### config.mk
export PLATFORM = sky130hd
export DESIGN_NAME = slot_allocator
export DESIGN_NICKNAME = d
export VERILOG_FILES = /design/src/hdl/shq_store_pkg.sv /design/src/hdl/slot_allocator.sv
export VERILOG_INCLUDE_DIRS = /design/src /design/src/include
export SDC_FILE = /design/constraint.sdc
export NUM_CORES = 1
export LEC_CHECK = 0
export BUFFER_PORTS_ARGS = -buffer_cell sky130_fd_sc_hd__buf_2
export CELL_PAD_IN_SITES_DETAIL_PLACEMENT = 1
export CELL_PAD_IN_SITES_GLOBAL_PLACEMENT = 2
export CORE_MARGIN = 2
export CORE_UTILIZATION = 31
export DETAILED_ROUTE_END_ITERATION = 10
export HOLD_SLACK_MARGIN = 0.15
export MAX_ROUTING_LAYER = met4
export PLACE_DENSITY_LB_ADDON = 0.1
export SYNTH_ARGS = -nofsm -noshare
export SYNTH_HDL_FRONTEND = slang
export SYNTH_SLANG_ARGS = --single-unit
export TNS_END_PERCENT = 20
### constraint.sdc
create_clock -name clk -period 2 [get_ports clk]
set_input_delay 0.4 -clock clk [delete_from_list [all_inputs] [get_ports clk]]
set_output_delay 0.4 -clock clk [all_outputs]
set_load 0.01 [all_outputs]
### src/include/shq_defines.svh
// queue count, data width and pool depth of the shared-buffer queue.
`ifndef SHQ_DEFINES_SVH
`define SHQ_DEFINES_SVH

// ====================
// sizing
// ====================

// logical queues that share the pool.
`define SHQ_NUM_QUEUES 4

// width of one stored data word.
`define SHQ_DATA_WIDTH 32

// storage slots in the shared pool.
`define SHQ_POOL_DEPTH 8

`endif

### src/hdl/shq_store_pkg.sv
// storage-side vector types for the data word, slot index, queue id and slot count.
`include "shq_defines.svh"

package shq_store_pkg;

    // ====================
    // storage widths
    // ====================

    // one word as it sits in the pool.
    typedef logic [`SHQ_DATA_WIDTH-1:0] data_t;

    // index of one pool slot.
    typedef logic [$clog2(`SHQ_POOL_DEPTH)-1:0] slot_t;

    // logical queue number.
    typedef logic [$clog2(`SHQ_NUM_QUEUES)-1:0] qid_t;

    // slot count from 0 up to the pool depth inclusive.
    typedef logic [$clog2(`SHQ_POOL_DEPTH+1)-1:0] cnt_t;

endpackage

### src/hdl/slot_allocator.sv
// occupancy bitmap, lowest-free search, alloc, release and free count of the pool.
`timescale 1ns/1ps
`include "shq_defines.svh"

module slot_allocator (
    input  logic                 clk,
    input  logic                 rst_n,
    input  logic                 flush,
    input  logic                 alloc,
    input  logic                 release_en,
    input  shq_store_pkg::slot_t release_slot,
    output logic                 avail,
    output shq_store_pkg::slot_t free_slot,
    output shq_store_pkg::cnt_t  free_count
);
    import shq_store_pkg::*;

    localparam int DEPTH = `SHQ_POOL_DEPTH;

    logic [DEPTH-1:0] occ;       // one bit per slot, set while the slot holds data.
    logic [DEPTH-1:0] occ_next;

    // ====================
    // lowest free slot
    // ====================
    always_comb begin
        free_slot = '0;
        for (int i = DEPTH - 1; i >= 0; i--) begin
            if (!occ[i]) begin
                free_slot = slot_t'(i);  // last hit is the lowest index.
            end
        end
    end

    assign avail = ~&occ;

    always_comb begin
        occ_next = occ;
        if (alloc) begin
            occ_next[free_slot] = 1'b1;
        end
        if (release_en) begin
            occ_next[release_slot] = 1'b0;  // never the slot being allocated.
        end
    end

    // ====================
    // state
    // ====================
    always_ff @(posedge clk or negedge rst_n) begin
        if (!rst_n) begin
            occ        <= '0;
            free_count <= cnt_t'(DEPTH);
        end else if (flush) begin
            occ        <= '0;
            free_count <= cnt_t'(DEPTH);
        end else begin
            occ <= occ_next;
            if (alloc && !release_en) begin
                free_count <= free_count - 1'b1;
            end else if (release_en && !alloc) begin
                free_count <= free_count + 1'b1;
            end
        end
    end

endmodule

### Yosys cells after proc, flatten, opt, wreduce, memory -nomap -nowiden

Cells that the tools add are included.

* bits of input ports: 8
* logic and storage cells: 38
* flip-flop bits (word level): 12
* output and inout port bits: 8

* magnitude comparators: 4
* add/sub/neg operators: 2
* reductions and logical operators: 9
* muxes and demuxes: 18
* bitwise logic cells: 3

Operator list (number)
* two-way mux 3 bit: 8
* two-way mux 8 bit: 3
* two-way mux 4 bit: 3
* AND 8 bit: 1
* less-than comparator 3 x 4 -> 1 bit (second input constant): 2
* inverter 8 bit: 1
* OR 8 bit: 1
* AND reduction 8 bit: 1
* demux 1 bit (select 3 bit): 2
* >= comparator 3 x 1 -> 1 bit (second input constant): 2
* adder 4 x 1 -> 4 bit (second input constant): 1
* logical AND 1 bit: 4
* subtractor 4 x 1 -> 4 bit (second input constant): 1
* logical NOT 1 bit: 3
* nonzero test 3 bit: 1
* two-way mux 1 bit: 2

### Logic depth before layout (Yosys ltp)

Gate-level depths: netlist of the first run.

* depth in word-level cells: 17
* depth in mapped cells: 7
* depth with buffers taken out: 7

### Worst setup path after synthesis of the first run

Ideal clock, no wire load.

* kind: input-to-reg
* start point: input alloc
* end point: register free_count[3]
* arrival time: 1616 ps
* setup time: 90 ps
* stages: 7
* data required time: 1910 ps
* setup slack: 294 ps
* path buffers: 0
* path through: or2b_4 inv_2 ha_1 a21o_1 a21oi_1 and4b_1 a211oi_2

* word-level cells in the longest chain between the ends: 3
* elaborated cells between the ends (all ways): 6
* classes of those cells: mux: 2; reduce/logical: 4

Ends and longest elaborated chain
* from (decl): RTL line slot_allocator.sv:9 `input logic alloc,`
* logical AND 1 bit / logical NOT 1 bit (equally long branches): RTL line slot_allocator.sv:59, slot_allocator.sv:61
* two-way mux 4 bit / logical AND 1 bit (equally long branches): RTL line slot_allocator.sv:59, slot_allocator.sv:61
* two-way mux 4 bit / nonzero test 3 bit (equally long branches)
* to (signal assigned): RTL line slot_allocator.sv:53 `free_count <= cnt_t'(DEPTH);`
* to (signal assigned): RTL line slot_allocator.sv:56 `free_count <= cnt_t'(DEPTH);`
* to (signal assigned): RTL line slot_allocator.sv:60 `free_count <= free_count - 1'b1;`
* to (decl): RTL line slot_allocator.sv:14 `output shq_store_pkg::cnt_t free_count`

Parallel ways exist; a longest one is shown, timed or not.
A chain may end at the register's enable or synchronous reset.

### Worst setup path after layout of the first run

* start point: register occ[7]
* end point: output free_slot[0]

* word-level cells in the longest chain between the ends: 8

Ends and longest elaborated chain
* from (decl): RTL line slot_allocator.sv:20 `logic [DEPTH-1:0] occ;`
* from (signal assigned): RTL line slot_allocator.sv:58 `occ <= occ_next;`
* two-way mux 3 bit (8 in series): RTL line slot_allocator.sv:29 `if (!occ[i]) begin`
* to (decl): RTL line slot_allocator.sv:13 `output shq_store_pkg::slot_t free_slot,`

No other way between the ends.

==> results of run 1 <==
## state kept, by name, summed over array words and instances (netlist names)
| signal | cells |
|---|---|
| free_count | 4 |
| occ | 8 |
## cell type report
type / instances / area [sq um]
flip-flops and latches: 12 / 302
fillers: 292 / 1350
repair buffers: 18 / 100
inverters: 7 / 26.3
well taps: 28 / 35.0
multi-input cells: 62 / 410
clock buffers: 4 / 36.3
## cell usage after synthesis
library cell / n
dfrtp_1: 11
nor2_1: 9
a21oi_1: 8
inv_1: 6
a211oi_1: 5
nand2_1: 5
a31oi_1: 3
nand3_1: 3
nor2b_1: 3
o21ai_0: 3
a211oi_2: 2
a41oi_1: 2
ha_1: 2
nor3_1: 2
a21o_1: 1
a221oi_1: 1
a2bb2oi_1: 1
and2_1: 1
and4b_1: 1
buf_1: 1
buf_2: 1
dfstp_2: 1
fa_1: 1
inv_2: 1
nand2_2: 1
nand2b_1: 1
nand2b_4: 1
nand4_1: 1
or2_2: 1
or2b_4: 1
or3_1: 1
or3b_1: 1
xnor2_1: 1
## layer usage
metal | vias up | part of all wire | routed length, microns | track usage
met3 | 4 | 0.050 | 91 | 0.0254
li1 | 340 | - | - | -
met5 | - | 0 | 0 | -
met1 | 314 | 0.51 | 923 | 0.235
met4 | 0 | 0.013 | 23 | 0.0641
met2 | 16 | 0.43 | 773 | 0.227
## power groups by stage
stage	registers, mW	clock network [mW]	logic [mW]
floorplan	0.273	0	0.0660
global placement	0.274	0	0.107
detailed placement	0.274	0	0.108
CTS	0.269	0.203	0.110
global route	0.273	0.214	0.122
finish	0.269	0.194	0.108
## kinds of logic (layout without fill, tap and decap cells)
family	count (synthesis)	after routing	synth area share
flops	12	12	0.404
buf+inv	9	29	0.0469
simple gates	32	32	0.238
fa+ha+maj	3	3	0.0603
compound gates	26	26	0.240
xor+xnor	1	1	0.0117
## worst min path at each step
stage / startpoint / end / slack, ns
floorplan: rst_n / free_count[0] / 0.10
global placement: rst_n / free_count[1] / 0.30
detailed placement: rst_n / free_count[1] / 0.30
CTS: flush / free_count[1] / 0.45
global route: flush / free_count[1] / 0.48
finish: flush / free_count[1] / 0.46
## per-stage QoR
stage | std cells | worst slack (ns)
floorplan | 83 | 0.294
global placement | 126 | 0.139
detailed placement | 126 | 0.106
CTS | 131 | 0.175
global route | 131 | 0.0805
finish | 131 | 0.152
==> flow_metrics.tcl, run 1 <==
set metrics [dict create \
    first_global_vias 691 \
    synth_nets 94 \
    hold_violations 0 \
    fin_util 0.403 \
    maxCapViolations 0 \
    tightest_slew_ns 0.314 \
    ys_seq_elements 12 \
    yosysSeqAreaShare 0.404 \
    die_y_microns 53.1 \
    core.rowCount 17 \
    io_pins 16 \
    r2r_slack_ns 0.51 \
    ant_nets 0 \
    endpoint_kind "output pin" \
    holdBufCountCts 1 \
    synthCells 83 \
    final_cell_mix "15 x buf_2, 11 x dfrtp_1, 9 x nor2_1" \
    critPathArrivalTime_ns 1.45 \
    crit_path_frequent_cell "inv_1" \
    path_cells "inv_1, a21oi_1, a2bb2oi_1, inv_1, buf_2" \
    hpwl_microns 1390 \
    power_frac_seq 0.470 \
    drv_slew 0 \
    drive_above_1_share 0.282 \
    cts_root_buffer "clkbuf_4" \
    p_switching_uw 157 \
    swShare 0.275 \
    drc_errors 0 \
    yosysWarningCount 0 \
    overflow 0 \
    cts_buffer_depth 2 \
    placed_cell_area_sq_um 863 \
    crit_slowest_cell "dfrtp_1" \
    antenna_found_initial 0 \
    die-width_microns 53.1 \
    wirelength_microns 1810 \
    vias 674 \
    critPathMaxFanout 4 \
    cts.sinks 12 \
    hold_ws_ns 0.462 \
    ir_drop_mv 0.365 \
    period_needed_ns 1.85 \
    start_kind "flop" \
    synth.distinct_cells 33 \
    h-tree-depth 1 \
    slew_headroom 0.790 \
    crit_end "free_slot[0]" \
    layout.nets 115 \
    cts_tree "built" \
    max_stage_delay_ns 0.41 \
    vias_per_cell 5.15 \
    clkTransAtPathRegs_ns 0.08 \
    avgSynthCellArea_sq_um 9.00 \
    core-area_sq_mm 0.00225 \
    ctsResizeCount 0 \
    critPathLaunch "occ[7]" \
    finalSetupTns_ns 0 \
    place_congestion 0.689 \
    finalClockSkew_ns 0.00521 \
    path_buf_inv 3 \
    fmax_mhz 541 \
    period_share 0.924 \
    worstPathRequired_ns 1.60 \
    min_path_cells 2 \
    yosysTopAreaCellShare 0.369 \
    postCtsSetupRepairBufs 0 \
    cp_top_family "compound AO/OA/AOI/OAI gates" \
    grt_pass1_wl_microns 3190 \
    wire_per_inst_microns 13.8 \
    start_util 0.331 \
    cp.depth 5 \
    first_iter_violations 6 \
    synth_area_leaders "dfrtp_1 37%, a21oi_1 5.4%, a211oi_1 5.0%" \
    worst-setup-path-type "flop to output pin" \
    power_uw 571 \
    first_pass_iters 4 \
    pwr-share-clk 0.340 \
    setup_violations 0 \
    grt_start_max_net_pins 15 \
    cellLeakagePower_nw 0.408 \
    portBuffers 15 \
    r2r_start "free_count[1]" \
    die_area_sq_mm 0.00282 \
    layout_commonest_cell "buf_2" \
    area_growth_pct 21.8 \
    cts_made_buffers 3 \
    internal_power_uw 414 \
    yosysTopAreaCell "dfrtp_1" \
    comb_power_share 0.189 \
    netlist_area_sq_um 747 \
    track_usage 0.163 \
    fin_area_sq_um 910 \
    hp-class "input port to flop" \
    rsz0062_at_grt "false" \
    clkLatencyLatePin_ns 0.27 \
    r2r_cells 5 \
    run_status "complete, no violations" \
    power.density_mw_per_mm2 628 \
    diodes 0 \
    r2r-end "free_count[3]" \
]
No activity file was read; power rests on OpenSTA's default activity.
==> run 2: changes to the inputs <==
--- a/config.mk
+++ b/config.mk
@@ -11,6 +11,7 @@
 export CELL_PAD_IN_SITES_GLOBAL_PLACEMENT = 2
 export CORE_MARGIN = 2
 export CORE_UTILIZATION = 31
+export CTS_BUF_LIST = sky130_fd_sc_hd__clkbuf_16
 export DETAILED_ROUTE_END_ITERATION = 10
 export HOLD_SLACK_MARGIN = 0.15
 export MAX_ROUTING_LAYER = met4
==> run 2 against run 1 <==
  * Clock power increased by 85%
  * Global-route usage fell by 0.43 points
  * Worst hold slack gained 0.049 ns
  * Setup slack improved by 0.050 ns
  * Critical path type unchanged
  * Largest cell class unchanged
  * Highest routed layer is now met3
==> flow_metrics.tcl, run 2 (synthesized netlist as in run 1, its figures left out) <==
set metrics [dict create \
    worst_hold_startpoint "flush" \
    cts_root_buffer "clkbuf_16" \
    ir_drop_mv 0.517 \
    slew_headroom 0.788 \
    first_iter_violations 7 \
    wirelength_microns 1820 \
    die-width_microns 53.1 \
    hold_violations 0 \
    portBuffers 15 \
    power.density_mw_per_mm2 775 \
    die_y_microns 53.1 \
    overflow 0 \
    worst-setup-path-type "flop to output pin" \
    crit_slowest_cell "dfrtp_1" \
    drv_slew 0 \
    cts_buffer_depth 2 \
    max_stage_delay_ns 0.40 \
    maxCapViolations 0 \
    core-area_sq_mm 0.00225 \
    grt_pass1_wl_microns 3200 \
    first_global_vias 702 \
    area_growth_pct 27.5 \
    setup_violations 0 \
    rsz0062_at_grt "false" \
    core.rowCount 17 \
    vias_per_cell 5.08 \
    clkLatencyLatePin_ns 0.23 \
    tightest_slew_ns 0.317 \
    io_pins 16 \
    vias 666 \
    path_buf_inv 3 \
    fmax_mhz 556 \
    layout.nets 115 \
    setup_ws_ns 0.202 \
    drive_above_1_share 0.272 \
    layout_commonest_cell "buf_2" \
    endpoint_kind "output pin" \
    fill_cells 291 \
    diodes 0 \
    run_status "complete, no violations" \
    first_pass_iters 4 \
    die_area_sq_mm 0.00282 \
    dp_slack_ns 0.106 \
    track_usage 0.158 \
    worstPathRequired_ns 1.60 \
    critPathMaxFanout 5 \
    crit_path_frequent_cell "inv_1" \
    hpwl_microns 1390 \
    place_congestion 0.689 \
    multi_input_area_sq_um 410 \
    min_path_cells 2 \
    cts_tree "built" \
    critPathArrivalTime_ns 1.40 \
    r2r_cells 5 \
    postCtsSetupRepairBufs 0 \
    r2r-end "free_count[3]" \
    cellLeakagePower_nw 0.425 \
    period_needed_ns 1.80 \
    cp_top_family "compound AO/OA/AOI/OAI gates" \
    path_cells "inv_1, a21oi_1, a2bb2oi_1, inv_1, buf_2" \
    hp-class "input port to flop" \
    placed_cell_area_sq_um 863 \
    final_cell_mix "15 x buf_2, 11 x dfrtp_1, 9 x nor2_1" \
    fin_area_sq_um 952 \
    grt_start_max_net_pins 15 \
    cts_made_buffers 3 \
    wire_per_inst_microns 13.9 \
    finalClockSkew_ns 0.000590 \
    dp.cells 126 \
    largestRegisters "occ: 8 flops, free_count: 4 flops" \
    regArea_sq_um 302 \
    period_share 0.899 \
    r2r_start "free_count[1]" \
    antenna_found_initial 0 \
    r2r_slack_ns 0.49 \
    whs_endpoint "free_count[1]" \
    drc_errors 0 \
    finalSetupTns_ns 0 \
    ant_nets 0 \
    largest_register "occ" \
    ctsResizeCount 0 \
    start_kind "flop" \
    clkTransAtPathRegs_ns 0.04 \
    cts.sinks 12 \
    finalNonFillerCells 131 \
    start_util 0.331 \
    h-tree-depth 1 \
    largest_reg_flops 8 \
]
-- run 2: repair_timing --
| item | CTS | global route |
|---|---|---|
| setup endpoints to repair | 0 | 0 |
| hold buffers | 1 | 0 |
| endpoints found under the hold margin | 11 | 0 |
-- run 2: area by class of cell --
class                   instances  area share
clock inverters                 1     0.00394
inverters                       7      0.0276
flip-flops and latches         12       0.317
multi-input cells              62       0.431
well taps                      28      0.0368
repair buffers                 18       0.105
clock buffers                   3      0.0788
-- run 2: worst max-delay path by stage --
stage               startpoint       endpoint  slack (ns)  cells past startpoint
detailed placement  release_en  free_count[3]        0.11                      8
global placement    release_en  free_count[3]        0.14                      8
finish                  occ[5]   free_slot[0]        0.20                      5
global route            occ[0]          avail        0.14                      3
floorplan                alloc  free_count[3]        0.29                      7
CTS                     occ[7]   free_slot[0]        0.23                      5
-- run 2: layer usage --
metal	vias to the layer above	GRT usage	wire length, microns
met4	0	0.0256	0
met2	12	0.233	772
li1	340	-	-
met1	314	0.233	990
met3	0	0.0254	59
met5	-	-	0
-- run 2: report_power, final --
part	total, mW	internal (mW)	switching [mW]
registers	0.270	0.257	0.0134
logic	0.109	0.0484	0.0602
clock network	0.359	0.263	0.0966
-- run 2: through the flow --
stage	total power [mW]	hold slack, ns	util
6_report	0.738	0.512	0.422
5_1_grt	0.776	0.536	0.422
4_1_cts	0.749	0.508	0.422
3_5_place_dp	0.382	0.299	0.383
3_3_place_gp	0.381	0.300	0.383
2_1_floorplan	0.339	0.104	-
