--- config.mk ---
export PLATFORM = sky130hd
export DESIGN_NAME = slot_index_fifo
export DESIGN_NICKNAME = d
export VERILOG_FILES = /design/src/hdl/shq_store_pkg.sv /design/src/hdl/slot_index_fifo.sv
export VERILOG_INCLUDE_DIRS = /design/src /design/src/include
export SDC_FILE = /design/constraint.sdc
export NUM_CORES = 1
export LEC_CHECK = 0
export BUFFER_PORTS_ARGS = -buffer_cell sky130_fd_sc_hd__buf_4
export CAP_MARGIN = 0
export CORE_UTILIZATION = 63
export DETAILED_ROUTE_END_ITERATION = 12
export PLACE_DENSITY_LB_ADDON = 0.08
export SLEW_MARGIN = 20
export SYNTH_ARGS = -nofsm -noshare
export SYNTH_HDL_FRONTEND = slang
export SYNTH_SLANG_ARGS = --single-unit
--- constraint.sdc ---
create_clock -name clk -period 2.46 [get_ports clk]
set_clock_uncertainty 0.1 [all_clocks]
set_input_delay 0.123 -clock clk [delete_from_list [all_inputs] [get_ports clk]]
set_output_delay 0.123 -clock clk [all_outputs]
set_load 0.005 [all_outputs]
--- src/include/shq_defines.svh ---
// queue count, data width and pool depth of the shared-buffer queue.
`ifndef SHQ_DEFINES_SVH
`define SHQ_DEFINES_SVH

// ====================
// sizing
// ====================

// logical queues that share the pool.
`define SHQ_NUM_QUEUES 4

// width of one stored data word.
`define SHQ_DATA_WIDTH 32

// storage slots in the shared pool.
`define SHQ_POOL_DEPTH 8

`endif

--- src/hdl/shq_store_pkg.sv ---
// storage-side vector types for the data word, slot index, queue id and slot count.
`include "shq_defines.svh"

package shq_store_pkg;

    // ====================
    // storage widths
    // ====================

    // one word as it sits in the pool.
    typedef logic [`SHQ_DATA_WIDTH-1:0] data_t;

    // index of one pool slot.
    typedef logic [$clog2(`SHQ_POOL_DEPTH)-1:0] slot_t;

    // logical queue number.
    typedef logic [$clog2(`SHQ_NUM_QUEUES)-1:0] qid_t;

    // slot count from 0 up to the pool depth inclusive.
    typedef logic [$clog2(`SHQ_POOL_DEPTH+1)-1:0] cnt_t;

endpackage

--- src/hdl/slot_index_fifo.sv ---
// circular FIFO of slot indices that keeps one queue's order.
`timescale 1ns/1ps
`include "shq_defines.svh"

module slot_index_fifo #(
    parameter int DEPTH = `SHQ_POOL_DEPTH
) (
    input  logic                 clk,
    input  logic                 rst_n,
    input  logic                 flush,
    input  logic                 push,
    input  shq_store_pkg::slot_t push_slot,
    input  logic                 pop,
    output shq_store_pkg::slot_t head_slot,
    output logic                 empty
);
    import shq_store_pkg::*;

    localparam int PW = (DEPTH > 1) ? $clog2(DEPTH) : 1;
    localparam int CW = $clog2(DEPTH + 1);

    slot_t          mem [DEPTH];
    logic [PW-1:0]  wr_ptr;
    logic [PW-1:0]  rd_ptr;
    logic [CW-1:0]  count;

    assign head_slot = mem[rd_ptr];
    assign empty     = (count == '0);

    always_ff @(posedge clk) begin
        if (push) begin
            mem[wr_ptr] <= push_slot;
        end
    end

    // ====================
    // pointers and count
    // ====================
    always_ff @(posedge clk or negedge rst_n) begin
        if (!rst_n) begin
            wr_ptr <= '0;
            rd_ptr <= '0;
            count  <= '0;
        end else if (flush) begin
            wr_ptr <= '0;
            rd_ptr <= '0;
            count  <= '0;
        end else begin
            if (push) begin
                wr_ptr <= (wr_ptr == PW'(DEPTH - 1)) ? '0 : wr_ptr + 1'b1;
            end
            if (pop) begin
                rd_ptr <= (rd_ptr == PW'(DEPTH - 1)) ? '0 : rd_ptr + 1'b1;
            end
            case ({push, pop})
                2'b10:   count <= count + 1'b1;
                2'b01:   count <= count - 1'b1;
                default: count <= count;  // both or neither leave it unchanged.
            endcase
        end
    end

endmodule

**Word level (Yosys, flattened, before mapping)**

Memories as Yosys holds them, arrays and structs flattened.
Cells that the tools add are included.

- Register bits after elaboration: 10
- Latch bits: 0
- Bits in writable memories: 24
- Bits in read-only memories: 0
- Input port bits: 8
- Word-level logic and storage cells: 26
- Memories: 1

Memories:

| name | words | bits a word | read ports | clocked after memory_dff | write ports | RTL line | text |
|---|---|---|---|---|---|---|---|
| mem | 8 | 3 | 1 | 0 | 1 | slot_index_fifo.sv:22 | `slot_t mem [DEPTH];` |

- $add $sub $neg: 4
- Multiply operators: 0
- Divide/modulo/power cells: 0
- Order comparisons: 0
- Equal/unequal tests: 4
- Shift-type cells: 0
- Muxes and demuxes: 10
- Bitwise gates (word level): 0
- Reduce and logical (&&, ||, !) cells: 4

Operators by type and width:

| kind | number |
|---|---|
| 2-to-1 mux 3 bit | 6 |
| one-hot mux 4 bit (2 select lines) | 1 |
| adder 3 x 1 -> 3 bit (second input constant) | 2 |
| == test 3 bit (second input constant) | 2 |
| adder 4 x 1 -> 4 bit (second input constant) | 1 |
| logical NOT 4 bit | 1 |
| 2-to-1 mux 4 bit | 1 |
| nonzero test 2 bit | 2 |
| subtractor 4 x 1 -> 4 bit (second input constant) | 1 |
| nonzero test 3 bit | 1 |
| == test 2 x 1 -> 1 bit (second input constant) | 1 |
| == test 2 bit (second input constant) | 1 |
| 2-to-1 mux 1 bit | 2 |

**Longest topological paths before layout**

Gate-level depths: netlist of run 1.

- Depth in word-level cells: 4
- Depth in mapped cells: 7
- Mapped depth without buffers: 6

**Worst setup path after synthesis of run 1**

No wires, ideal clock.

- Path kind: in2reg
- From: input port pop
- To: register count[3]
- Library setup time: 0.072 ns
- Arrival: 1.527 ns
- Data required time: 2.288 ns
- Slack: 0.761 ns
- Cell stages on the path: 6
- Buffers on the path: 1
- Path through: buf_2 nor2b_1 ha_1 a31o_2 a2111oi_0 nand4b_1

- Word-level cells in the longest chain between the ends: 3
- Elaborated cells on any way between the ends: 5
- Those cells by class: 2 x eq/ne; 2 x mux; 1 x reduce/logical

RTL lines:

| element | RTL line | text |
|---|---|---|
| start: declaration | slot_index_fifo.sv:13 | `input logic pop,` |
| == test 2 x 1 -> 1 bit or == test 2 bit (tied branches) | slot_index_fifo.sv:55 | `case ({push, pop})` |
| one-hot mux 4 bit (2 select lines) | slot_index_fifo.sv:55 |  |
| 2-to-1 mux 4 bit | slot_index_fifo.sv:44 | `end else if (flush) begin` |
| end signal: assignment | slot_index_fifo.sv:56 | `2'b10: count <= count + 1'b1;` |
| end signal: assignment | slot_index_fifo.sv:57 | `2'b01: count <= count - 1'b1;` |
| end signal: assignment | slot_index_fifo.sv:58 | `default: count <= count;` |
| end: declaration | slot_index_fifo.sv:25 | `logic [CW-1:0] count;` |

Several ways; a longest one is shown, not always the timed one.
A chain may end at the register's enable or synchronous reset.

**Final worst setup path of run 1**

- From: register rd_ptr[0]
- To: output port head_slot[1]

- Word-level cells in the longest chain between the ends: 1

RTL lines:

| element | RTL line | text |
|---|---|---|
| start: declaration | slot_index_fifo.sv:24 | `logic [PW-1:0] rd_ptr;` |
| start signal: assignment | slot_index_fifo.sv:53 | `rd_ptr <= (rd_ptr == PW'(DEPTH - 1)) ? '0 : rd_ptr + 1'b1;` |
| memory read (8 x 3 bit) | n/a |  |
| end: declaration | slot_index_fifo.sv:14 | `output shq_store_pkg::slot_t head_slot,` |

No other way between the ends.

==> out/metrics.cfg, run 1 <==
[outcome]
outcome = complete, no violations

[worst_setup_path]
critPathLaunchType = register
required_ns = 2.24
critPathSlowestCell = mux4_1
cp_max_fo = 9
arrival_ns = 1.98
crit_type = register to primary output
end_kind = primary output
path_cells = mux4_1 > mux2_2 > buf_4
slowest_delay_ns = 0.63

[logic_synthesis]
synth_nets = 125
synth.ff_latch_count = 34
synthCells = 111
ys.flop_type = edfxtp_1
synth_area_um2 = 1610
ys_types = 34
synth_area_leaders = edfxtp_1 45%, dfrtp_1 16%, mux4_1 9.8%
synth_top_area_share_pct = 44.7
yosysSeqAreaShare_pct = 60.2
synthArstFlopShare_pct = 29.4
synth_area_per_cell_um2 = 14.5
yosys.area.top_type = edfxtp_1
synth-edff-count = 24
yosys_warnings = 0

[clock_tree]
clockRootBuffer = clkbuf_4
cts_buffers = 5
clkLatencyLatePin_ns = 0.34
cts_sinks = 34
tritoncts = built
post_cts_resized = 0
htreeDepth = 2
post_cts_buffers = 0
clk_path_buf_depth = 2
holdBufCountCts = 5
clk_pin_slew_ns = 0.10

[pwr]
powerDensity_nw_per_um2 = 613
p_seq_share_pct = 59.8
combPwrFrac_pct = 13.5
p_clk_share_pct = 26.7
switchingPower_mw = 0.288
p_leak_nw = 0.704
p_int_mw = 0.816
swShare_pct = 26.1
ir_drop_v = 0.000518

[timing]
period_share_pct = 89.4
setup_viol = 0
rsz0062_at_grt = false
final_hold_viol_count = 0
setup_tns_ns = 0
worst_pin_slew_ns = 0.454
final_max_slew_viol_count = 0
max_clock_freq_mhz = 455
slew-limit-headroom_pct = 69.5
period_needed_ns = 2.20

[final_layout]
drive_gt1_share_pct = 17.7
nNetsFinal = 143
antenna_cells = 0
stdcell_count = 158
mostFrequentLayoutCell = edfxtp_1
syn_to_final_growth_pct = 11.8
final_cell_mix = 24 x edfxtp_1, 16 x nor2_1, 11 x buf_4, 10 x dfrtp_1

[job]
max_cap_viol_count = 0

[drt]
dr.pass1.iters = 4
post_drt_via_cell_ratio = 6.39
drt_iter0_markers = 34
wl_um = 3190
vias = 1010
detail_route.wl_per_cell_um = 20.2
antenna_left = 0
drc_errors = 0

[placement]
dpl.cell_count = 145
port_buffers = 11
gp_congestion = 0.838
hpwl_um = 2040

[floorplan]
start_util_pct = 69.5
design.core.area_um2 = 2320
pin_count = 12
die_x_um = 52.6
rows = 17
fp.dieH_um = 52.6
dieArea_um2 = 2760

[global_route]
grt_max_degree = 15
grtUsageTotal_pct = 27.9
grt_pass1_wl_um = 4900
gr-total-overflow = 0
grt_pass1_vias = 937
antenna_found_initial = 0

[hold_path]
hp-class = primary input to register

-- state kept, by name, indices dropped and copies added, names as in the netlist --
register and cells:
mem 24, count 4, rd_ptr 3, wr_ptr 3
-- Yosys cell counts, types with 3 or more instances --
| library cell | count |
|---|---|
| nor3_1 | 4 |
| nand2b_1 | 4 |
| ha_1 | 6 |
| inv_1 | 3 |
| edfxtp_1 | 24 |
| nor2b_1 | 3 |
| mux2i_1 | 4 |
| dfrtp_1 | 10 |
| mux2_2 | 3 |
| nand2_1 | 3 |
| nor2_1 | 16 |
| mux4_1 | 6 |
-- metrics by stage --
step / area [um^2] / utilization [%] / power [mW] / setup WS (ns) / hold WS [ns]
after floorplan: 1610 / - / 0.756 / 0.761 / -0.273
after global placement: 1700 / 73.2 / 0.800 / 0.679 / -0.140
after detailed placement: 1700 / 73.2 / 0.810 / 0.602 / -0.140
after CTS: 1800 / 77.7 / 1.11 / 0.259 / 0.00651
after global routing: 1800 / 77.7 / 1.15 / 0.202 / 0.00878
final: 1800 / 77.7 / 1.10 / 0.260 / 0.0110
-- final timing paths --
| check | startpoint | end | slack (ns) | depth (start not counted) |
|---|---|---|---|---|
| setup / recovery | rd_ptr[0]$_DFFE_PN0P_ | head_slot[1] | 0.26 | 3 |
| hold / removal | pop | rd_ptr[1]$_DFFE_PN0P_ | 0.01 | 3 |
| max in group asynchronous | rst_n | wr_ptr[2]$_DFFE_PN0P_ | 2.07 | 2 |
| hold reg to reg | count[0]$_DFFE_PN0P_ | count[0]$_DFFE_PN0P_ | 0.56 | 2 |
| setup reg to reg | count[2]$_DFFE_PN0P_ | count[3]$_DFFE_PN0P_ | 0.67 | 4 |
| min in group asynchronous | rst_n | rd_ptr[2]$_DFFE_PN0P_ | 0.03 | 2 |
-- worst max-delay path: cells and delay by family, from the launching register on --
family                 cells  cell delay [ns]
buffers and inverters      1             0.13
muxes                      2             0.91
DFF                        1             0.59
-- power by group through the flow --
stage | combinational, mW | sequential [mW] | clock (mW)
2_1_floorplan | 0.0953 | 0.661 | 0
3_3_place_gp | 0.130 | 0.670 | 0
3_5_place_dp | 0.138 | 0.672 | 0
4_1_cts | 0.149 | 0.660 | 0.299
5_1_grt | 0.161 | 0.662 | 0.325
6_report | 0.149 | 0.660 | 0.295
-- per-layer routing --
| metal | part of all wire [%] | GRT usage, % | vias to the layer above |
|---|---|---|---|
| li1 | - | - | 463 |
| met1 | 42 | 35.7 | 503 |
| met2 | 49 | 43.2 | 36 |
| met3 | 6.7 | 8.99 | 8 |
| met4 | 2.7 | 12.7 | 0 |
| met5 | 0 | 0 | - |
-- layout make-up --
class / instances / area (um^2)
clock buffers: 5 / 37.5
clock inverters: 3 / 16.3
repair buffers: 16 / 133
flip-flops and latches: 34 / 971
well taps: 28 / 35.0
multi-input cells: 69 / 598
inverters: 3 / 11.3
fillers: 150 / 517
-- logic make-up (layout without fill, tap and decap cells) --
| group | count (synthesis) | after routing | synth area share [%] |
|---|---|---|---|
| buffers and inverters | 8 | 27 | 2.64 |
| and+or+nand+nor | 37 | 37 | 11.3 |
| adders and majority gates | 6 | 6 | 4.66 |
| muxes | 13 | 13 | 14.4 |
| xor gates and xnor gates | 2 | 2 | 1.09 |
| DFF | 34 | 34 | 60.2 |
| AOI/OAI and AO/OA | 11 | 11 | 5.67 |
(Power assumes the default switching activity.)
==> run 2, diff against run 1 <==
--- a/config.mk
+++ b/config.mk
@@ -6,6 +6,7 @@
 export SDC_FILE = /design/constraint.sdc
 export NUM_CORES = 1
 export LEC_CHECK = 0
+export ABC_AREA = 1
 export BUFFER_PORTS_ARGS = -buffer_cell sky130_fd_sc_hd__buf_4
 export CAP_MARGIN = 0
 export CORE_UTILIZATION = 63
==> out/metrics.cfg, run 2 <==
[outcome]
outcome = complete, no violations

[final_layout]
post-route-util_pct = 75.6
ff_latch_area_um2 = 971
nNetsFinal = 201
drive_gt1_share_pct = 15.4
nFillCells = 165
top_regs = mem (24), count (4)
antenna_cells = 0
syn_to_final_growth_pct = 13.9
multiInputGateArea_um2 = 577
final_cell_mix = 30 x nand2_1, 28 x nor2_1, 24 x edfxtp_1, 23 x o21ai_0, 14 x inv_1
top_register = mem
largest_reg_flops = 24
mostFrequentLayoutCell = nand2_1

[clock_tree]
cts_sinks = 34
holdBufCountCts = 6
post_cts_buffers = 0
post_cts_resized = 0
clockRootBuffer = clkbuf_4
htreeDepth = 2
clkLatencyLatePin_ns = 0.32
cts_buffers = 5
clk_path_buf_depth = 2
tritoncts = built
clk_pin_slew_ns = 0.10

[drt]
detail_route.wl_per_cell_um = 15.5
post_drt_via_cell_ratio = 5.57
drt_iter0_markers = 47
wl_um = 3370
antenna_left = 0
drc_errors = 0
vias = 1214
dr.pass1.iters = 4

[floorplan]
dieArea_um2 = 2820
pin_count = 12
rows = 18
fp.dieH_um = 53.1
start_util_pct = 66.4
design.core.area_um2 = 2480
die_x_um = 53.1

[worst_setup_path]
cp_num_buf_inv = 2
path_depth = 6
crit_type = register to primary output
arrival_ns = 1.99
critPathSlowestCell = dfrtp_1
path_cells = inv_1 > o21ai_0 > o21ai_0 > nand2_1 > nand2_1 > buf_4
rr_startpoint = rd_ptr[1]$_DFFE_PN0P_
r2r_cells = 4
required_ns = 2.24
critPathLaunchType = register
end_kind = primary output
slowest_delay_ns = 0.58
cp_max_fo = 14
r2r_slack_ns = 1.00
worst_r2r_endpoint = rd_ptr[2]$_DFFE_PN0P_
critPathTopFamily = flip-flops

[timing]
slew-limit-headroom_pct = 73.3
fin_ws_ns = 0.244
period_needed_ns = 2.22
period_share_pct = 90.1
max_clock_freq_mhz = 451
setup_tns_ns = 0
final_hold_viol_count = 0
setup_viol = 0
final_max_slew_viol_count = 0
whs_ns = 0.0589
worst_pin_slew_ns = 0.401
rsz0062_at_grt = false

[logic_synthesis]
synth_area_leaders = edfxtp_1 44%, dfrtp_1 15%, o21ai_0 7.0%
yosys.area.top_type = edfxtp_1
synthArstFlopShare_pct = 29.4
synthCells = 167
synthTopCellsByCount = 30 x nand2_1, 28 x nor2_1, 24 x edfxtp_1
ys.flop_type = edfxtp_1
synth_area_per_cell_um2 = 9.84
synth.most_common_cell = nand2_1
synth-edff-count = 24
synth_top_area_share_pct = 43.8
ys_types = 24
synth_nets = 181
synth_area_um2 = 1640
yosysSeqAreaShare_pct = 59.1
synth.ff_latch_count = 34
yosys_warnings = 0

[global_route]
gr-total-overflow = 0
grt_pass1_wl_um = 5260
grtUsageTotal_pct = 28.1
grt_pass1_vias = 1125
grt_max_degree = 15
antenna_found_initial = 0

[placement]
hpwl_um = 2380
gp_congestion = 0.859
pre_cts_ws_ns = 0.683
port_buffers = 11

[pwr]
powerDensity_nw_per_um2 = 677
ir_drop_v = 0.000532
p_leak_nw = 0.786
p_total_mw = 1.27

[hold_path]
hp-class = primary input to asynchronous set/reset pin

[job]
max_cap_viol_count = 0

run 2: changes by cell type after synthesis, sizes merged, moves of 4 or more:
| cell | previous run | this run |
|---|---|---|
| nand2 | 3 | 33 |
| o21ai | 2 | 26 |
| nor2 | 16 | 31 |
| inv | 3 | 17 |
| nand3 | 1 | 8 |
| mux4 | 6 | 0 |
| mux2i | 4 | 0 |
| nand2b | 4 | 0 |
run 2: per-stage QoR:
step                cell area (um^2)  std cells
floorplan                       1640        167
global placement                1740        204
detailed placement              1740        204
CTS                             1870        218
global route                    1870        218
finish                          1870        218
run 2: power by group:
part	internal [mW]	switching (mW)	leakage, nW	total (mW)
logic	0.0862	0.113	0.395	0.199
clock network	0.212	0.182	0.0399	0.393
registers	0.642	0.0332	0.350	0.675
total	0.940	0.328	0.786	1.27
run 2: kinds of logic after synthesis:
logic type	Yosys count	synth area share (%)
AND/OR/NAND/NOR	76	21.3
XOR/XNOR	1	0.533
AO/OA/AOI/OAI	28	8.68
adder cells (fa/ha/maj)	6	4.57
flip-flops	34	59.1
buffers and inverters	22	5.86
run 2: metal layers:
| metal | GRT usage, % | share of wire [%] |
|---|---|---|
| met1 | 37.1 | 46 |
| met4 | 10.5 | 1.8 |
| met5 | 0 | 0 |
| met2 | 43.7 | 47 |
| met3 | 8.33 | 5.1 |
run 2: worst max-delay path by stage:
stage	slack (ns)	start	end
floorplan	1.18	count[1]$_DFFE_PN0P_	count[2]$_DFFE_PN0P_
global placement	0.88	rd_ptr[0]$_DFFE_PN0P_	head_slot[2]
detailed placement	0.68	rd_ptr[0]$_DFFE_PN0P_	head_slot[1]
CTS	0.32	rd_ptr[0]$_DFFE_PN0P_	head_slot[1]
global route	0.14	rd_ptr[0]$_DFFE_PN0P_	head_slot[1]
finish	0.24	rd_ptr[0]$_DFFE_PN0P_	head_slot[1]
run 2: area by class of cell:
class                           count  area share, %
Tap cell                           30           2.00
Clock buffer                        6           2.20
Multi-Input combinational cell    111           30.8
Timing Repair Buffer               17           7.62
Sequential cell                    34           51.8
Clock inverter                      2           1.80
Inverter                           18           3.74
