<file path="src/include/shq_defines.svh">
// queue count, data width and pool depth of the shared-buffer queue.
`ifndef SHQ_DEFINES_SVH
`define SHQ_DEFINES_SVH

// ====================
// sizing
// ====================

// logical queues that share the pool.
`define SHQ_NUM_QUEUES 4

// width of one stored data word.
`define SHQ_DATA_WIDTH 32

// storage slots in the shared pool.
`define SHQ_POOL_DEPTH 8

`endif

</file>
<file path="src/hdl/shq_store_pkg.sv">
// storage-side vector types for the data word, slot index, queue id and slot count.
`include "shq_defines.svh"

package shq_store_pkg;

    // ====================
    // storage widths
    // ====================

    // one word as it sits in the pool.
    typedef logic [`SHQ_DATA_WIDTH-1:0] data_t;

    // index of one pool slot.
    typedef logic [$clog2(`SHQ_POOL_DEPTH)-1:0] slot_t;

    // logical queue number.
    typedef logic [$clog2(`SHQ_NUM_QUEUES)-1:0] qid_t;

    // slot count from 0 up to the pool depth inclusive.
    typedef logic [$clog2(`SHQ_POOL_DEPTH+1)-1:0] cnt_t;

endpackage

</file>
<file path="src/hdl/pool_buffer.sv">
// shared slot storage with one write port and one combinational read port.
`timescale 1ns/1ps
`include "shq_defines.svh"

module pool_buffer (
    input  logic                 clk,
    input  logic                 wr_en,
    input  shq_store_pkg::slot_t wr_slot,
    input  shq_store_pkg::data_t wr_data,
    input  shq_store_pkg::slot_t rd_slot,
    output shq_store_pkg::data_t rd_data
);
    import shq_store_pkg::*;

    localparam int DEPTH = `SHQ_POOL_DEPTH;

    data_t mem [DEPTH];

    // ====================
    // write port
    // ====================
    always_ff @(posedge clk) begin
        if (wr_en) begin
            mem[wr_slot] <= wr_data;  // a free slot is never the one being read.
        end
    end

    // ====================
    // read port
    // ====================
    assign rd_data = mem[rd_slot];

endmodule

</file>
<file path="config.mk">
export PLATFORM = sky130hd
export DESIGN_NAME = pool_buffer
export DESIGN_NICKNAME = d
export VERILOG_FILES = /design/src/hdl/shq_store_pkg.sv /design/src/hdl/pool_buffer.sv
export VERILOG_INCLUDE_DIRS = /design/src /design/src/include
export SDC_FILE = /design/constraint.sdc
export NUM_CORES = 1
export LEC_CHECK = 0
export BUFFER_PORTS_ARGS = -buffer_cell sky130_fd_sc_hd__buf_4
export CAP_MARGIN = 20
export CELL_PAD_IN_SITES_DETAIL_PLACEMENT = 0
export CELL_PAD_IN_SITES_GLOBAL_PLACEMENT = 1
export CORE_ASPECT_RATIO = 0.7
export CORE_UTILIZATION = 50
export DETAILED_ROUTE_END_ITERATION = 6
export PLACE_DENSITY = 0.8
export SLEW_MARGIN = 20
export SYNTH_ARGS = -nofsm -noshare
export SYNTH_HDL_FRONTEND = slang
export SYNTH_SLANG_ARGS = --single-unit
</file>
<file path="constraint.sdc">
create_clock -name clk -period 5.9 [get_ports clk]
set_input_delay 0.885 -clock clk [delete_from_list [all_inputs] [get_ports clk]]
set_output_delay 0.885 -clock clk [all_outputs]
set_load 0.005 [all_outputs]
</file>
=== Yosys cells after proc, flatten, opt, wreduce, memory -nomap -nowiden ===
Memories as Yosys holds them, arrays and structs flattened.
Cells that the tools add are included.

* Register bits: 0
* Latch bits: 0
* Bits in writable memories: 256
* Memory bits (read-only): 0
* Input port bits: 40
* Output and inout bits: 32
* Logic and storage cells: 3
* Memories: 1

* Add/sub/neg operators: 0
* Multiply operators: 0
* Div/mod/pow operators: 0
* Magnitude comparators: 0
* Equality and inequality tests: 0
* Shift operators: 0
* Muxes and demuxes: 2
* Bitwise gates (word level): 0
* Reduce and logical (&&, ||, !) cells: 0

{| class="wikitable"
|+ Memories
! name !! depth !! width !! read ports !! clocked after memory_dff !! wr ports !! line !! RTL
|-
| mem || 8 || 32 || 1 || 0 || 1 || pool_buffer.sv:17 || <nowiki>data_t mem [DEPTH];</nowiki>
|}

{| class="wikitable"
|+ Operators with widths
! kind !! count
|-
| 2-to-1 mux 1 bit || 2
|}

=== Longest topological paths before layout ===
Gate-level depths: netlist (run 1).

* Depth after elaboration: 2
* Gate-level depth with buffers: 4
* Depth with buffers taken out: 2

=== Least setup slack after synthesis (run 1) ===
OpenSTA, ideal clock, no wires.

* Path type: input -> register
* Start: input wr_slot[2]
* End: memory mem[0][0] in the netlist's numbering (enable)
* Setup time: 461 ps
* Arrival time: 3271 ps
* Required time: 5439 ps
* Path slack: 2168 ps
* Stages: 2
* Path buffers: 0
* Cell sequence: nand2b_1 > nor3_1

{| class="wikitable"
|+ RTL lines
! item !! line !! RTL
|-
| start: declaration || pool_buffer.sv:8 || <nowiki>input shq_store_pkg::slot_t wr_slot,</nowiki>
|-
| end: declaration || pool_buffer.sv:17 ||
|}

No word-level cell before the write port.

=== Worst setup path after layout (run 1) ===
* Start: input rd_slot[0]
* End: output rd_data[27]

* Word-level cells in the longest chain between the ends: 1

{| class="wikitable"
|+ RTL lines
! item !! line !! RTL
|-
| start: declaration || pool_buffer.sv:10 || <nowiki>input shq_store_pkg::slot_t rd_slot,</nowiki>
|-
| memory read (8 x 32 bit) || -- ||
|-
| end: declaration || pool_buffer.sv:11 || <nowiki>output shq_store_pkg::data_t rd_data</nowiki>
|}

No other way between the ends.

==> metrics.md, run 1 <==
| Metric | Value |
|---|---|
| # IOs | `~70` |
| Sw Ratio | `0.198` |
| Relative contribution of sequential cells to total power | `0.546` |
| Share of the core filled with cells in the final layout | `0.600` |
| Global-route congestion overflow total | `0` |
| Count of non-filler cells in the finished layout | `between 700 and 800` |
| CP Class | `input port to primary output` |
| Post-route cell area | `between 10000 and 15000 sq um` |
| Number of rows created at floorplan | `between 40 and 50` |
| Post-synth top cells | `sky130_fd_sc_hd__edfxtp_1 (256), sky130_fd_sc_hd__mux4_1 (40), sky130_fd_sc_hd__mux2_2 (32)` |
| Via total after detailed routing | `around 4200` |
| Share of final-layout standard cells stronger than drive strength 1 | `0.363` |
| Dominant register cell in the synthesized netlist | `sky130_fd_sc_hd__edfxtp_1` |
| Initial DRT Pass Iterations | `4` |
| Highest Clock Rate | `approximately 250 MHz` |
| Clock tree from TritonCTS | `done` |
| Class of the worst hold path | `input port to register` |
| Post-detailed-route DRC marker count | `0` |
| Total cell area at the placement stage | `10700 sq um` |
| Total design power | `approximately 3.8 mW` |
| Total nets after synthesis | `423` |
| Total CTS buffers | `24` |
| Register ranked first by flip-flop count | `mem` |
| Sequential area share after synthesis | `0.782` |
| Max capacitance violation total | `0` |
| Endpoint type of the worst setup path | `primary output` |
| Flops & latches, synth | `~260` |
| Area fraction of the dominant cell type after synthesis | `0.782` |
| Nets | `approximately 500` |
| Count of nets left with antenna violations after detail routing | `0` |
| End of the critical path | `rd_data[27]` |
| Initial antenna violation count | `2` |
| Post-layout worst setup margin | `1980 ps` |
| Setup violation total in the final timing report | `0` |
| Final weighted congestion in routability-driven placement | `around 0.66` |
| Final slew viol count | `0` |
| Largest net degree at the start of global routing | `65` |
| Tightest hold margin | `605 ps` |
| Post-CTS resize count | `0` |
| Number of clock sinks | `256` |
| Final worst path period share | `0.665` |
| Yosys cell types | `12` |
| Endpoint required time on the critical path | `approximately 5000 ps` |
| Placed Cells incl. Taps | `just over 700` |
| Register clock-pin slew on the reported worst setup and hold paths | `around 70 ps` |
| Number of buffers inserted by hold repair at cts | `0` |
| Number of enable flip-flop cells after synthesis | `~260` |
| Maximum net fanout on the critical path | `53` |
| Most area-hungry cell type in the Yosys netlist | `sky130_fd_sc_hd__edfxtp_1` |
| Status | `complete, no violations` |
| Core area | `around 19000 sq um` |
| Power density over the cells | `332 nW/um^2` |
| Main area contributors after synthesis | `sky130_fd_sc_hd__edfxtp_1 (78%), sky130_fd_sc_hd__mux4_1 (11%), sky130_fd_sc_hd__mux4_2 (5.5%), sky130_fd_sc_hd__mux2_2 (3.7%), sky130_fd_sc_hd__buf_6 (0.80%)` |
| Worst hold path cell count | `1` |
| RSZ-0062 raised after global routing | `false` |
| Initial cell density of the core | `0.515` |
| Die width | `~170 um` |
| H-tree level count | `1` |
| Placed wire-length estimate | `roughly 8900 um` |
| Leak Pwr | `approximately 3.8 nW` |
| Post-placement setup slack | `approximately 1900 ps` |
| Clock root buffer | `sky130_fd_sc_hd__clkbuf_16` |
| Cell internal pwr | `approximately 3 mW` |
| Start point of the critical path | `rd_slot[0]` |
| Async set-or-reset flop fraction in the synthesized netlist | `0` |
| Signal arrival time at the worst endpoint | `3040 ps` |
| Synthesized area divided by synthesized cell count | `~26 sq um` |
| Max FFs per register | `between 200 and 300` |
| Synthesized area | `9830 sq um` |
| Vias in the first global route | `4510` |
| Filler cells | `between 1000 and 1500` |
| Number of setup buffers added after CTS | `0` |
| Synthesis Warnings | `0` |
| Routed length per instance | `~23 um` |
| Startpoint type of the worst setup path | `input port` |
| Most frequent cell after synthesis | `sky130_fd_sc_hd__edfxtp_1` |
| Slew at the pin with the worst max-slew slack | `approximately 980 ps` |
| Synth-to-layout area growth | `16.5%` |
| Die footprint | `20200 sq um` |
| Overall Global Routing Usage | `0.181` |
| VDD IR max | `roughly 0.24 mV` |
| Total wire length after detailed routing | `about 18000 um` |
| Clock share of power | `0.394` |
| Vertical extent of the die | `119 um` |
| Combinational cell fraction of total power | `0.060` |
| Max transition margin | `0.346` |
| Port bufs | `between 70 and 80` |
| Biggest registers after layout | `mem (256)` |
| Instance count of the mapped netlist | `about 380` |
| Buffer depth of the longest clock path | `3` |
| Switching power total | `~750 uW` |
| Final min period | `3920 ps` |
| Global-route wire length before repair | `around 26000 um` |
| Average via count per standard cell | `5.60` |
| Hold Vio Cnt, Final | `0` |
| Number of DRC markers after the initial detailed-route iteration | `379` |
| Final TNS setup | `0 ps` |
==> metal layers <==
metal,part of all wire,routed length [um],track usage
met5,0,0,0
met2,0.49,8580,0.293
met4,0.015,269,0.0389
met1,0.45,7880,0.251
met3,0.050,888,0.0445
==> power by group through the flow <==
| stage | logic [mW] | clock network, mW | registers [mW] |
|---|---|---|---|
| floorplan | 0.123 | 0 | 2.11 |
| global placement | 0.227 | 0 | 2.11 |
| detailed placement | 0.232 | 0 | 2.11 |
| CTS | 0.233 | 1.52 | 2.08 |
| global route | 0.245 | 1.59 | 2.08 |
| finish | 0.227 | 1.50 | 2.07 |
==> area by class of cell <==
class	count	area, sq um	share of cell area
Antenna cell	2	5.00	0.000437
Clock buffer	30	644	0.0563
Clock inverter	13	116	0.0102
Multi-Input combinational cell	109	2070	0.180
Sequential cell	256	7690	0.671
Tap cell	264	330	0.0288
Timing Repair Buffer	80	601	0.0525
==> cells in the final DEF, fill, tap and decap left out, types with 4 or more instances in the layout <==
| cell | count |
|---|---|
| sky130_fd_sc_hd__clkbuf_1 | 5 |
| sky130_fd_sc_hd__edfxtp_1 | 256 |
| sky130_fd_sc_hd__buf_4 | 80 |
| sky130_fd_sc_hd__mux2_2 | 32 |
| sky130_fd_sc_hd__mux4_2 | 24 |
| sky130_fd_sc_hd__mux4_1 | 40 |
| sky130_fd_sc_hd__clkinv_1 | 5 |
| sky130_fd_sc_hd__nor2_4 | 6 |
| sky130_fd_sc_hd__clkbuf_16 | 25 |
| sky130_fd_sc_hd__clkinv_2 | 4 |
==> critical path, stage by stage <==
cell and delay (ps):
sky130_fd_sc_hd__buf_4 710, sky130_fd_sc_hd__buf_4 390, sky130_fd_sc_hd__mux4_1 580, sky130_fd_sc_hd__mux2_2 290, sky130_fd_sc_hd__buf_4 140
==> kinds of logic after synthesis <==
group	count (synthesis)	share of synthesized area
flops	256	0.782
mux	96	0.199
buf+inv	18	0.0130
simple gates	13	0.00599
==> how the worst min path moves through the flow <==
stage	from	endpoint	slack, ps
global route	wr_data[19]	mem[5][19]	590
detailed placement	wr_data[23]	mem[1][23]	1120
CTS	wr_data[27]	mem[0][27]	590
floorplan	wr_data[0]	mem[0][0]	980
global placement	wr_data[10]	mem[5][10]	1110
finish	wr_data[26]	mem[6][26]	610
(Power assumes the default switching activity.)
==> run 2: changes to the inputs <==
- ABC_AREA: not set -> 1
- CORE_UTILIZATION: 50 -> 43
- PLACE_DENSITY: 0.8 -> 0.81
- clock period: 5.9 -> 3.2 ns (I/O delays scaled with it)
==> run 2 against run 1 <==
  * First-iteration DRC count increased by 10%
  * Flip-flop and latch count is the same
  * Largest power group unchanged
  * Largest cell class unchanged
  * Total power is 88% higher
  * Cell count increased by 100%
  * Worst hold slack worse by 410 ps
  * Synthesized cell count rose to 2.9 times the previous value
  * Synthesized area rose by 14%
  * Routed wire length is 35% higher
  * Global-route usage grew 0.18 points
  * Clock-buffer cell count unchanged
  * Sequential power up 85%
==> metrics.md, run 2 <==
| Metric | Value |
|---|---|
| Total cell area at the placement stage | `~12000 sq um` |
| Die width | `roughly 200 um` |
| Status | `complete, no violations` |
| Signal arrival time at the worst endpoint | `about 1900 ps` |
| Cell internal pwr | `approximately 5.6 mW` |
| Dominant register cell in the synthesized netlist | `sky130_fd_sc_hd__edfxtp_1` |
| Yosys cell types | `11` |
| Hold Vio Cnt, Final | `0` |
| Most frequent cell after synthesis | `sky130_fd_sc_hd__nand2_1` |
| Total CTS buffers | `25` |
| Max capacitance violation total | `0` |
| Most common cell after layout, fill and taps aside | `sky130_fd_sc_hd__nand2_1` |
| Final worst path period share | `0.737` |
| Final slew viol count | `0` |
| Placed wire-length estimate | `12700 um` |
| Post-placement setup slack | `~840 ps` |
| Largest net degree at the start of global routing | `roughly 130` |
| Number of rows created at floorplan | `between 40 and 50` |
| Setup violation total in the final timing report | `0` |
| Post-route cell area | `between 10000 and 15000 sq um` |
| Max FFs per register | `256` |
| Sequential area share after synthesis | `0.684` |
| Via total after detailed routing | `7153` |
| Routed length per instance | `approximately 16 um` |
| Global-route congestion overflow total | `0` |
| Async set-or-reset flop fraction in the synthesized netlist | `0` |
| Area fraction of the dominant cell type after synthesis | `0.684` |
| Instance count of the mapped netlist | `between 1000 and 1500` |
| Flops & latches, synth | `between 200 and 300` |
| Total nets after synthesis | `approximately 1200` |
| Overall Global Routing Usage | `0.182` |
| Final TNS setup | `0 ps` |
| Clock tree from TritonCTS | `done` |
| Vertical extent of the die | `137 um` |
| Register clock-pin slew on the reported worst setup and hold paths | `roughly 60 ps` |
| Biggest registers after layout | `mem (256)` |
| Area of combinational cells with multiple inputs | `about 2300 sq um` |
| Die footprint | `between 20000 and 30000 sq um` |
| Post-CTS resize count | `0` |
| Number of clock sinks | `about 260` |
| Synth-to-layout area growth | `14.6%` |
| Most frequent cells in the layout | `sky130_fd_sc_hd__nand2_1 (422), sky130_fd_sc_hd__inv_1 (260), sky130_fd_sc_hd__edfxtp_1 (256)` |
| Main area contributors after synthesis | `sky130_fd_sc_hd__edfxtp_1 (68%), sky130_fd_sc_hd__nand2_1 (14%), sky130_fd_sc_hd__inv_1 (8.7%), sky130_fd_sc_hd__nand3_1 (5.7%), sky130_fd_sc_hd__buf_6 (1.1%)` |
| H-tree level count | `1` |
| Average via count per standard cell | `4.65` |
| Synthesized area | `11200 sq um` |
| Maximum net fanout on the critical path | `34` |
| Power density over the cells | `between 500 and 600 nW/um^2` |
| Clock share of power | `0.387` |
| Port bufs | `71` |
| Detail Route met2 WL | `between 10000 and 15000 um` |
| Met3 routed wirelength | `between 1000 and 1500 um` |
| Start point of the critical path | `rd_slot[1]` |
| Count of nets left with antenna violations after detail routing | `0` |
| Post-synth top cells | `sky130_fd_sc_hd__nand2_1 (422), sky130_fd_sc_hd__inv_1 (260), sky130_fd_sc_hd__edfxtp_1 (256)` |
| Clock root buffer | `sky130_fd_sc_hd__clkbuf_16` |
| Highest Clock Rate | `approximately 420 MHz` |
| Endpoint type of the worst setup path | `primary output` |
| Sequential cell area | `about 7700 sq um` |
| # IOs | `slightly above 70` |
| Number of setup buffers added after CTS | `0` |
| Share of the core filled with cells in the final layout | `0.501` |
| Class of the worst hold path | `input port to register` |
| Worst Min Path Start | `wr_data[3]` |
| Initial antenna violation count | `0` |
| Post-detailed-route DRC marker count | `0` |
| Global-route wire length before repair | `between 30000 and 40000 um` |
| Share of final-layout standard cells stronger than drive strength 1 | `0.109` |
| Count of non-filler cells in the finished layout | `roughly 1500` |
| Leak Pwr | `a little under 6 nW` |
| Endpoint required time on the critical path | `around 2700 ps` |
| Vias in the first global route | `6700` |
| Highest metal layer with signal wires | `met4` |
| Synthesized area divided by synthesized cell count | `9.99 sq um` |
| M1 WL | `approximately 11000 um` |
| Final min period | `~2400 ps` |
| Post-layout worst setup margin | `approximately 840 ps` |
| Antenna diode instance count | `0` |
| Number of enable flip-flop cells after synthesis | `~260` |
| Synthesis Warnings | `0` |
| Total wire length after detailed routing | `23800 um` |
| Buffer depth of the longest clock path | `3` |
| Startpoint type of the worst setup path | `input port` |
| Sw Ratio | `0.218` |
| Nets | `between 1000 and 1500` |
| CP Class | `input port to primary output` |
| Switching power total | `around 1.6 mW` |
| Slew at the pin with the worst max-slew slack | `slightly below 700 ps` |
| RSZ-0062 raised after global routing | `false` |
| VDD IR max | `between 0.4 and 0.5 mV` |
| Initial cell density of the core | `0.437` |
| Register ranked first by flip-flop count | `mem` |
| Relative contribution of sequential cells to total power | `0.536` |
| Initial DRT Pass Iterations | `5` |
| Most area-hungry cell type in the Yosys netlist | `sky130_fd_sc_hd__edfxtp_1` |
| Final weighted congestion in routability-driven placement | `roughly 0.7` |
| Combinational cell fraction of total power | `0.077` |
| Number of DRC markers after the initial detailed-route iteration | `~420` |
| Filler cells | `roughly 2300` |
| Number of buffers inserted by hold repair at cts | `0` |
| Max transition margin | `0.538` |
| Placed Cells incl. Taps | `around 1500` |
| Core area | `roughly 26000 sq um` |
run 2: cell types whose count changed in the layout (fill, tap and decap cells not counted), sizes merged:
| cell | previous run | this run |
|---|---|---|
| buf | 80 | 88 |
| clkinv | 9 | 12 |
| nor3 | 2 | 0 |
| inv | 2 | 261 |
| nor2 | 6 | 8 |
| nand2b | 3 | 0 |
| diode | 2 | 0 |
| nand2 | 2 | 422 |
| nand3 | 0 | 128 |
| mux4 | 64 | 0 |
| mux2 | 32 | 0 |
run 2: path summary, 6_finish.rpt:
| check | to | slack [ps] | depth (start not counted) |
|---|---|---|---|
| worst max-delay path | rd_data[0] | 840 | 7 |
| worst min-delay path | mem[3][3] | 190 | 1 |
run 2: area by class of cell:
class | count | share of cell area
tap | 331 | 0.0322
inverter | 262 | 0.0765
clock inverter | 13 | 0.00845
multi-input combinational | 558 | 0.180
clock buffer | 30 | 0.0500
sequential | 256 | 0.597
timing repair buffer | 88 | 0.0562
run 2: power by group through the flow:
stage	Combinational, mW	Clock, mW	Sequential, mW
floorplan	0.314	0	3.90
global placement	0.554	0	3.89
detailed placement	0.560	0	3.90
CTS	0.563	2.82	3.83
global route	0.626	2.95	3.83
finish	0.553	2.76	3.83
run 2: through the flow:
stage / total power, mW / hold slack [ps]
2_1_floorplan: 4.21 / 579
3_3_place_gp: 4.45 / 716
3_5_place_dp: 4.46 / 720
4_1_cts: 7.21 / 176
5_1_grt: 7.41 / 184
6_report: 7.14 / 193
run 2: kinds of logic (layout without fill, tap and decap cells):
family | Yosys count | in the layout | share of synthesized area
simple gates | 558 | 558 | 0.201
buf+inv | 310 | 393 | 0.115
flops | 256 | 256 | 0.684
run 2: layer usage:
metal	track usage	up-vias
met2	0.307	126
met4	0.0389	0
li1	-	3619
met3	0.0306	30
met1	0.251	3378
met5	0	-
run 2: worst max-delay path: stages:
cell and delay (ps):
sky130_fd_sc_hd__buf_4 360, sky130_fd_sc_hd__buf_4 490, sky130_fd_sc_hd__nand3_1 150, sky130_fd_sc_hd__nand2_1 90, sky130_fd_sc_hd__nand2_1 50, sky130_fd_sc_hd__nand2_1 110
sky130_fd_sc_hd__buf_4 120
==> run 3: changes to the inputs <==
- ABC_AREA: 1 -> 0
- CORE_UTILIZATION: 43 -> 50
- PLACE_DENSITY: 0.81 -> 0.8
- clock period: 3.2 -> 2.2 ns (I/O delays scaled with it)
==> run 3 against run 2 <==
  * Combinational power is 21% higher
  * Worst hold slack got worse by 150 ps
  * Routed wire length fell by 27%
  * Clock power rose by 40%
  * First-iteration DRC count fell by 8.4%
  * Utilization rose by 11 points
  * Sequential share of layout area increased by 6.1 points
==> metrics.md, run 3 (same netlist as run 1, synthesis figures left out) <==
| Metric | Value |
|---|---|
| Startpoint type of the worst setup path | `register` |
| Final weighted congestion in routability-driven placement | `around 0.72` |
| Post-detailed-route DRC marker count | `0` |
| Nets | `around 520` |
| Total wire length after detailed routing | `around 17000 um` |
| Initial DRT Pass Iterations | `5` |
| Port bufs | `71` |
| Tightest hold margin | `44.1 ps` |
| Antenna diode instance count | `0` |
| Die footprint | `slightly above 20000 sq um` |
| Global-route congestion overflow total | `0` |
| Global-route wire length before repair | `approximately 27000 um` |
| Buffer depth of the longest clock path | `3` |
| Share of final-layout standard cells stronger than drive strength 1 | `0.390` |
| Max FFs per register | `256` |
| Clock tree from TritonCTS | `done` |
| Status | `complete, no violations` |
| RSZ-0062 raised after global routing | `false` |
| Slew at the pin with the worst max-slew slack | `around 410 ps` |
| Max capacitance violation total | `0` |
| Total design power | `between 10 and 15 mW` |
| Average via count per standard cell | `~5.5` |
| Register ranked first by flip-flop count | `mem` |
| Number of DRC markers after the initial detailed-route iteration | `383` |
| Final slew viol count | `0` |
| Class of the worst hold path | `input port to register` |
| Die width | `between 150 and 200 um` |
| Post-placement setup slack | `about 160 ps` |
| Power density over the cells | `approximately 860 nW/um^2` |
| Signal arrival time at the worst endpoint | `1830 ps` |
| Final worst path period share | `0.983` |
| Clock root buffer | `sky130_fd_sc_hd__clkbuf_16` |
| Leak Pwr | `3.91 nW` |
| Endpoint required time on the critical path | `around 1900 ps` |
| Biggest cell delay along the critical path | `480 ps` |
| Vertical extent of the die | `between 100 and 150 um` |
| Core area | `19100 sq um` |
| Via total after detailed routing | `between 4000 and 5000` |
| Buffering stage count on the worst path with inverters included | `1` |
| Number of buffers inserted by hold repair at cts | `0` |
| Number of setup buffers added after CTS | `0` |
| Initial cell density of the core | `0.515` |
| Number of clock sinks | `~260` |
| Initial antenna violation count | `0` |
| Final TNS setup | `0 ps` |
| Maximum net fanout on the critical path | `1` |
| Overall Global Routing Usage | `0.182` |
| Setup violation total in the final timing report | `0` |
| Final min period | `roughly 2200 ps` |
| Post-layout worst setup margin | `roughly 37 ps` |
| Cells along the critical path | `mux4_2 -> mux2_4 -> buf_4` |
| Crit path max-delay family | `multiplexers` |
| Highest Clock Rate | `~460 MHz` |
| Endpoint type of the worst setup path | `primary output` |
| VDD IR max | `between 0.4 and 0.5 mV` |
| # IOs | `72` |
| H-tree level count | `1` |
| Biggest registers after layout | `mem (256)` |
| Routed length per instance | `around 23 um` |
| Total CTS buffers | `24` |
| Most frequent cells in the layout | `sky130_fd_sc_hd__edfxtp_1 (256), sky130_fd_sc_hd__buf_4 (79), sky130_fd_sc_hd__mux4_1 (34)` |
| Number of rows created at floorplan | `between 40 and 50` |
| Share of the core filled with cells in the final layout | `0.613` |
| Count of nets left with antenna violations after detail routing | `0` |
| Hold Vio Cnt, Final | `0` |
| Max transition margin | `0.724` |
| Largest net degree at the start of global routing | `33` |
| Vias in the first global route | `around 4600` |
| Placed wire-length estimate | `9940 um` |
| Register clock-pin slew on the reported worst setup and hold paths | `60 ps` |
| Slowest stage cell on the critical path | `sky130_fd_sc_hd__mux4_2` |
| Synth-to-layout area growth | `18.9%` |
| Most common cell after layout, fill and taps aside | `sky130_fd_sc_hd__edfxtp_1` |
| CP Class | `register to primary output` |
-- run 3: cell type report --
cell class              count  area [sq um]
flip-flops and latches    256          7690
fillers                  1328          7390
multi-input cells         109          2070
repair buffers             93           865
clock buffers              28           637
well taps                 264           330
clock inverters            16           100
-- run 3: through the flow --
step	instances	instance area, sq um
2_1_floorplan	383	9840
5_1_grt	766	11700
6_report	766	11700
4_1_cts	766	11700
3_5_place_dp	722	11000
3_3_place_gp	722	11000
-- run 3: layer usage --
metal  routed length, um  vias up  GRT usage
met5                   0        -          0
met4                 328        0     0.0383
met3                1150       29     0.0336
met2                8240      130      0.290
met1                7740     2185      0.266
li1                    -     1880          -
-- run 3: report_power, final --
group | switching, mW | leakage [nW] | internal, mW
combinational | 0.304 | 1.22 | 0.363
clock | 1.69 | 0.358 | 2.18
sequential | 0.0321 | 2.33 | 5.53
-- run 3: worst paths after layout --
| check | startpoint | to | depth (start not counted) |
|---|---|---|---|
| hold / removal | wr_data[24] | mem[1][24] | 1 |
| setup / recovery | mem[4][8] | rd_data[8] | 3 |
-- run 3: repair_timing --
item,4_1_cts,5_1_grt
setup endpoints to repair,2,5
resized for setup,2,8
cloned,0,0
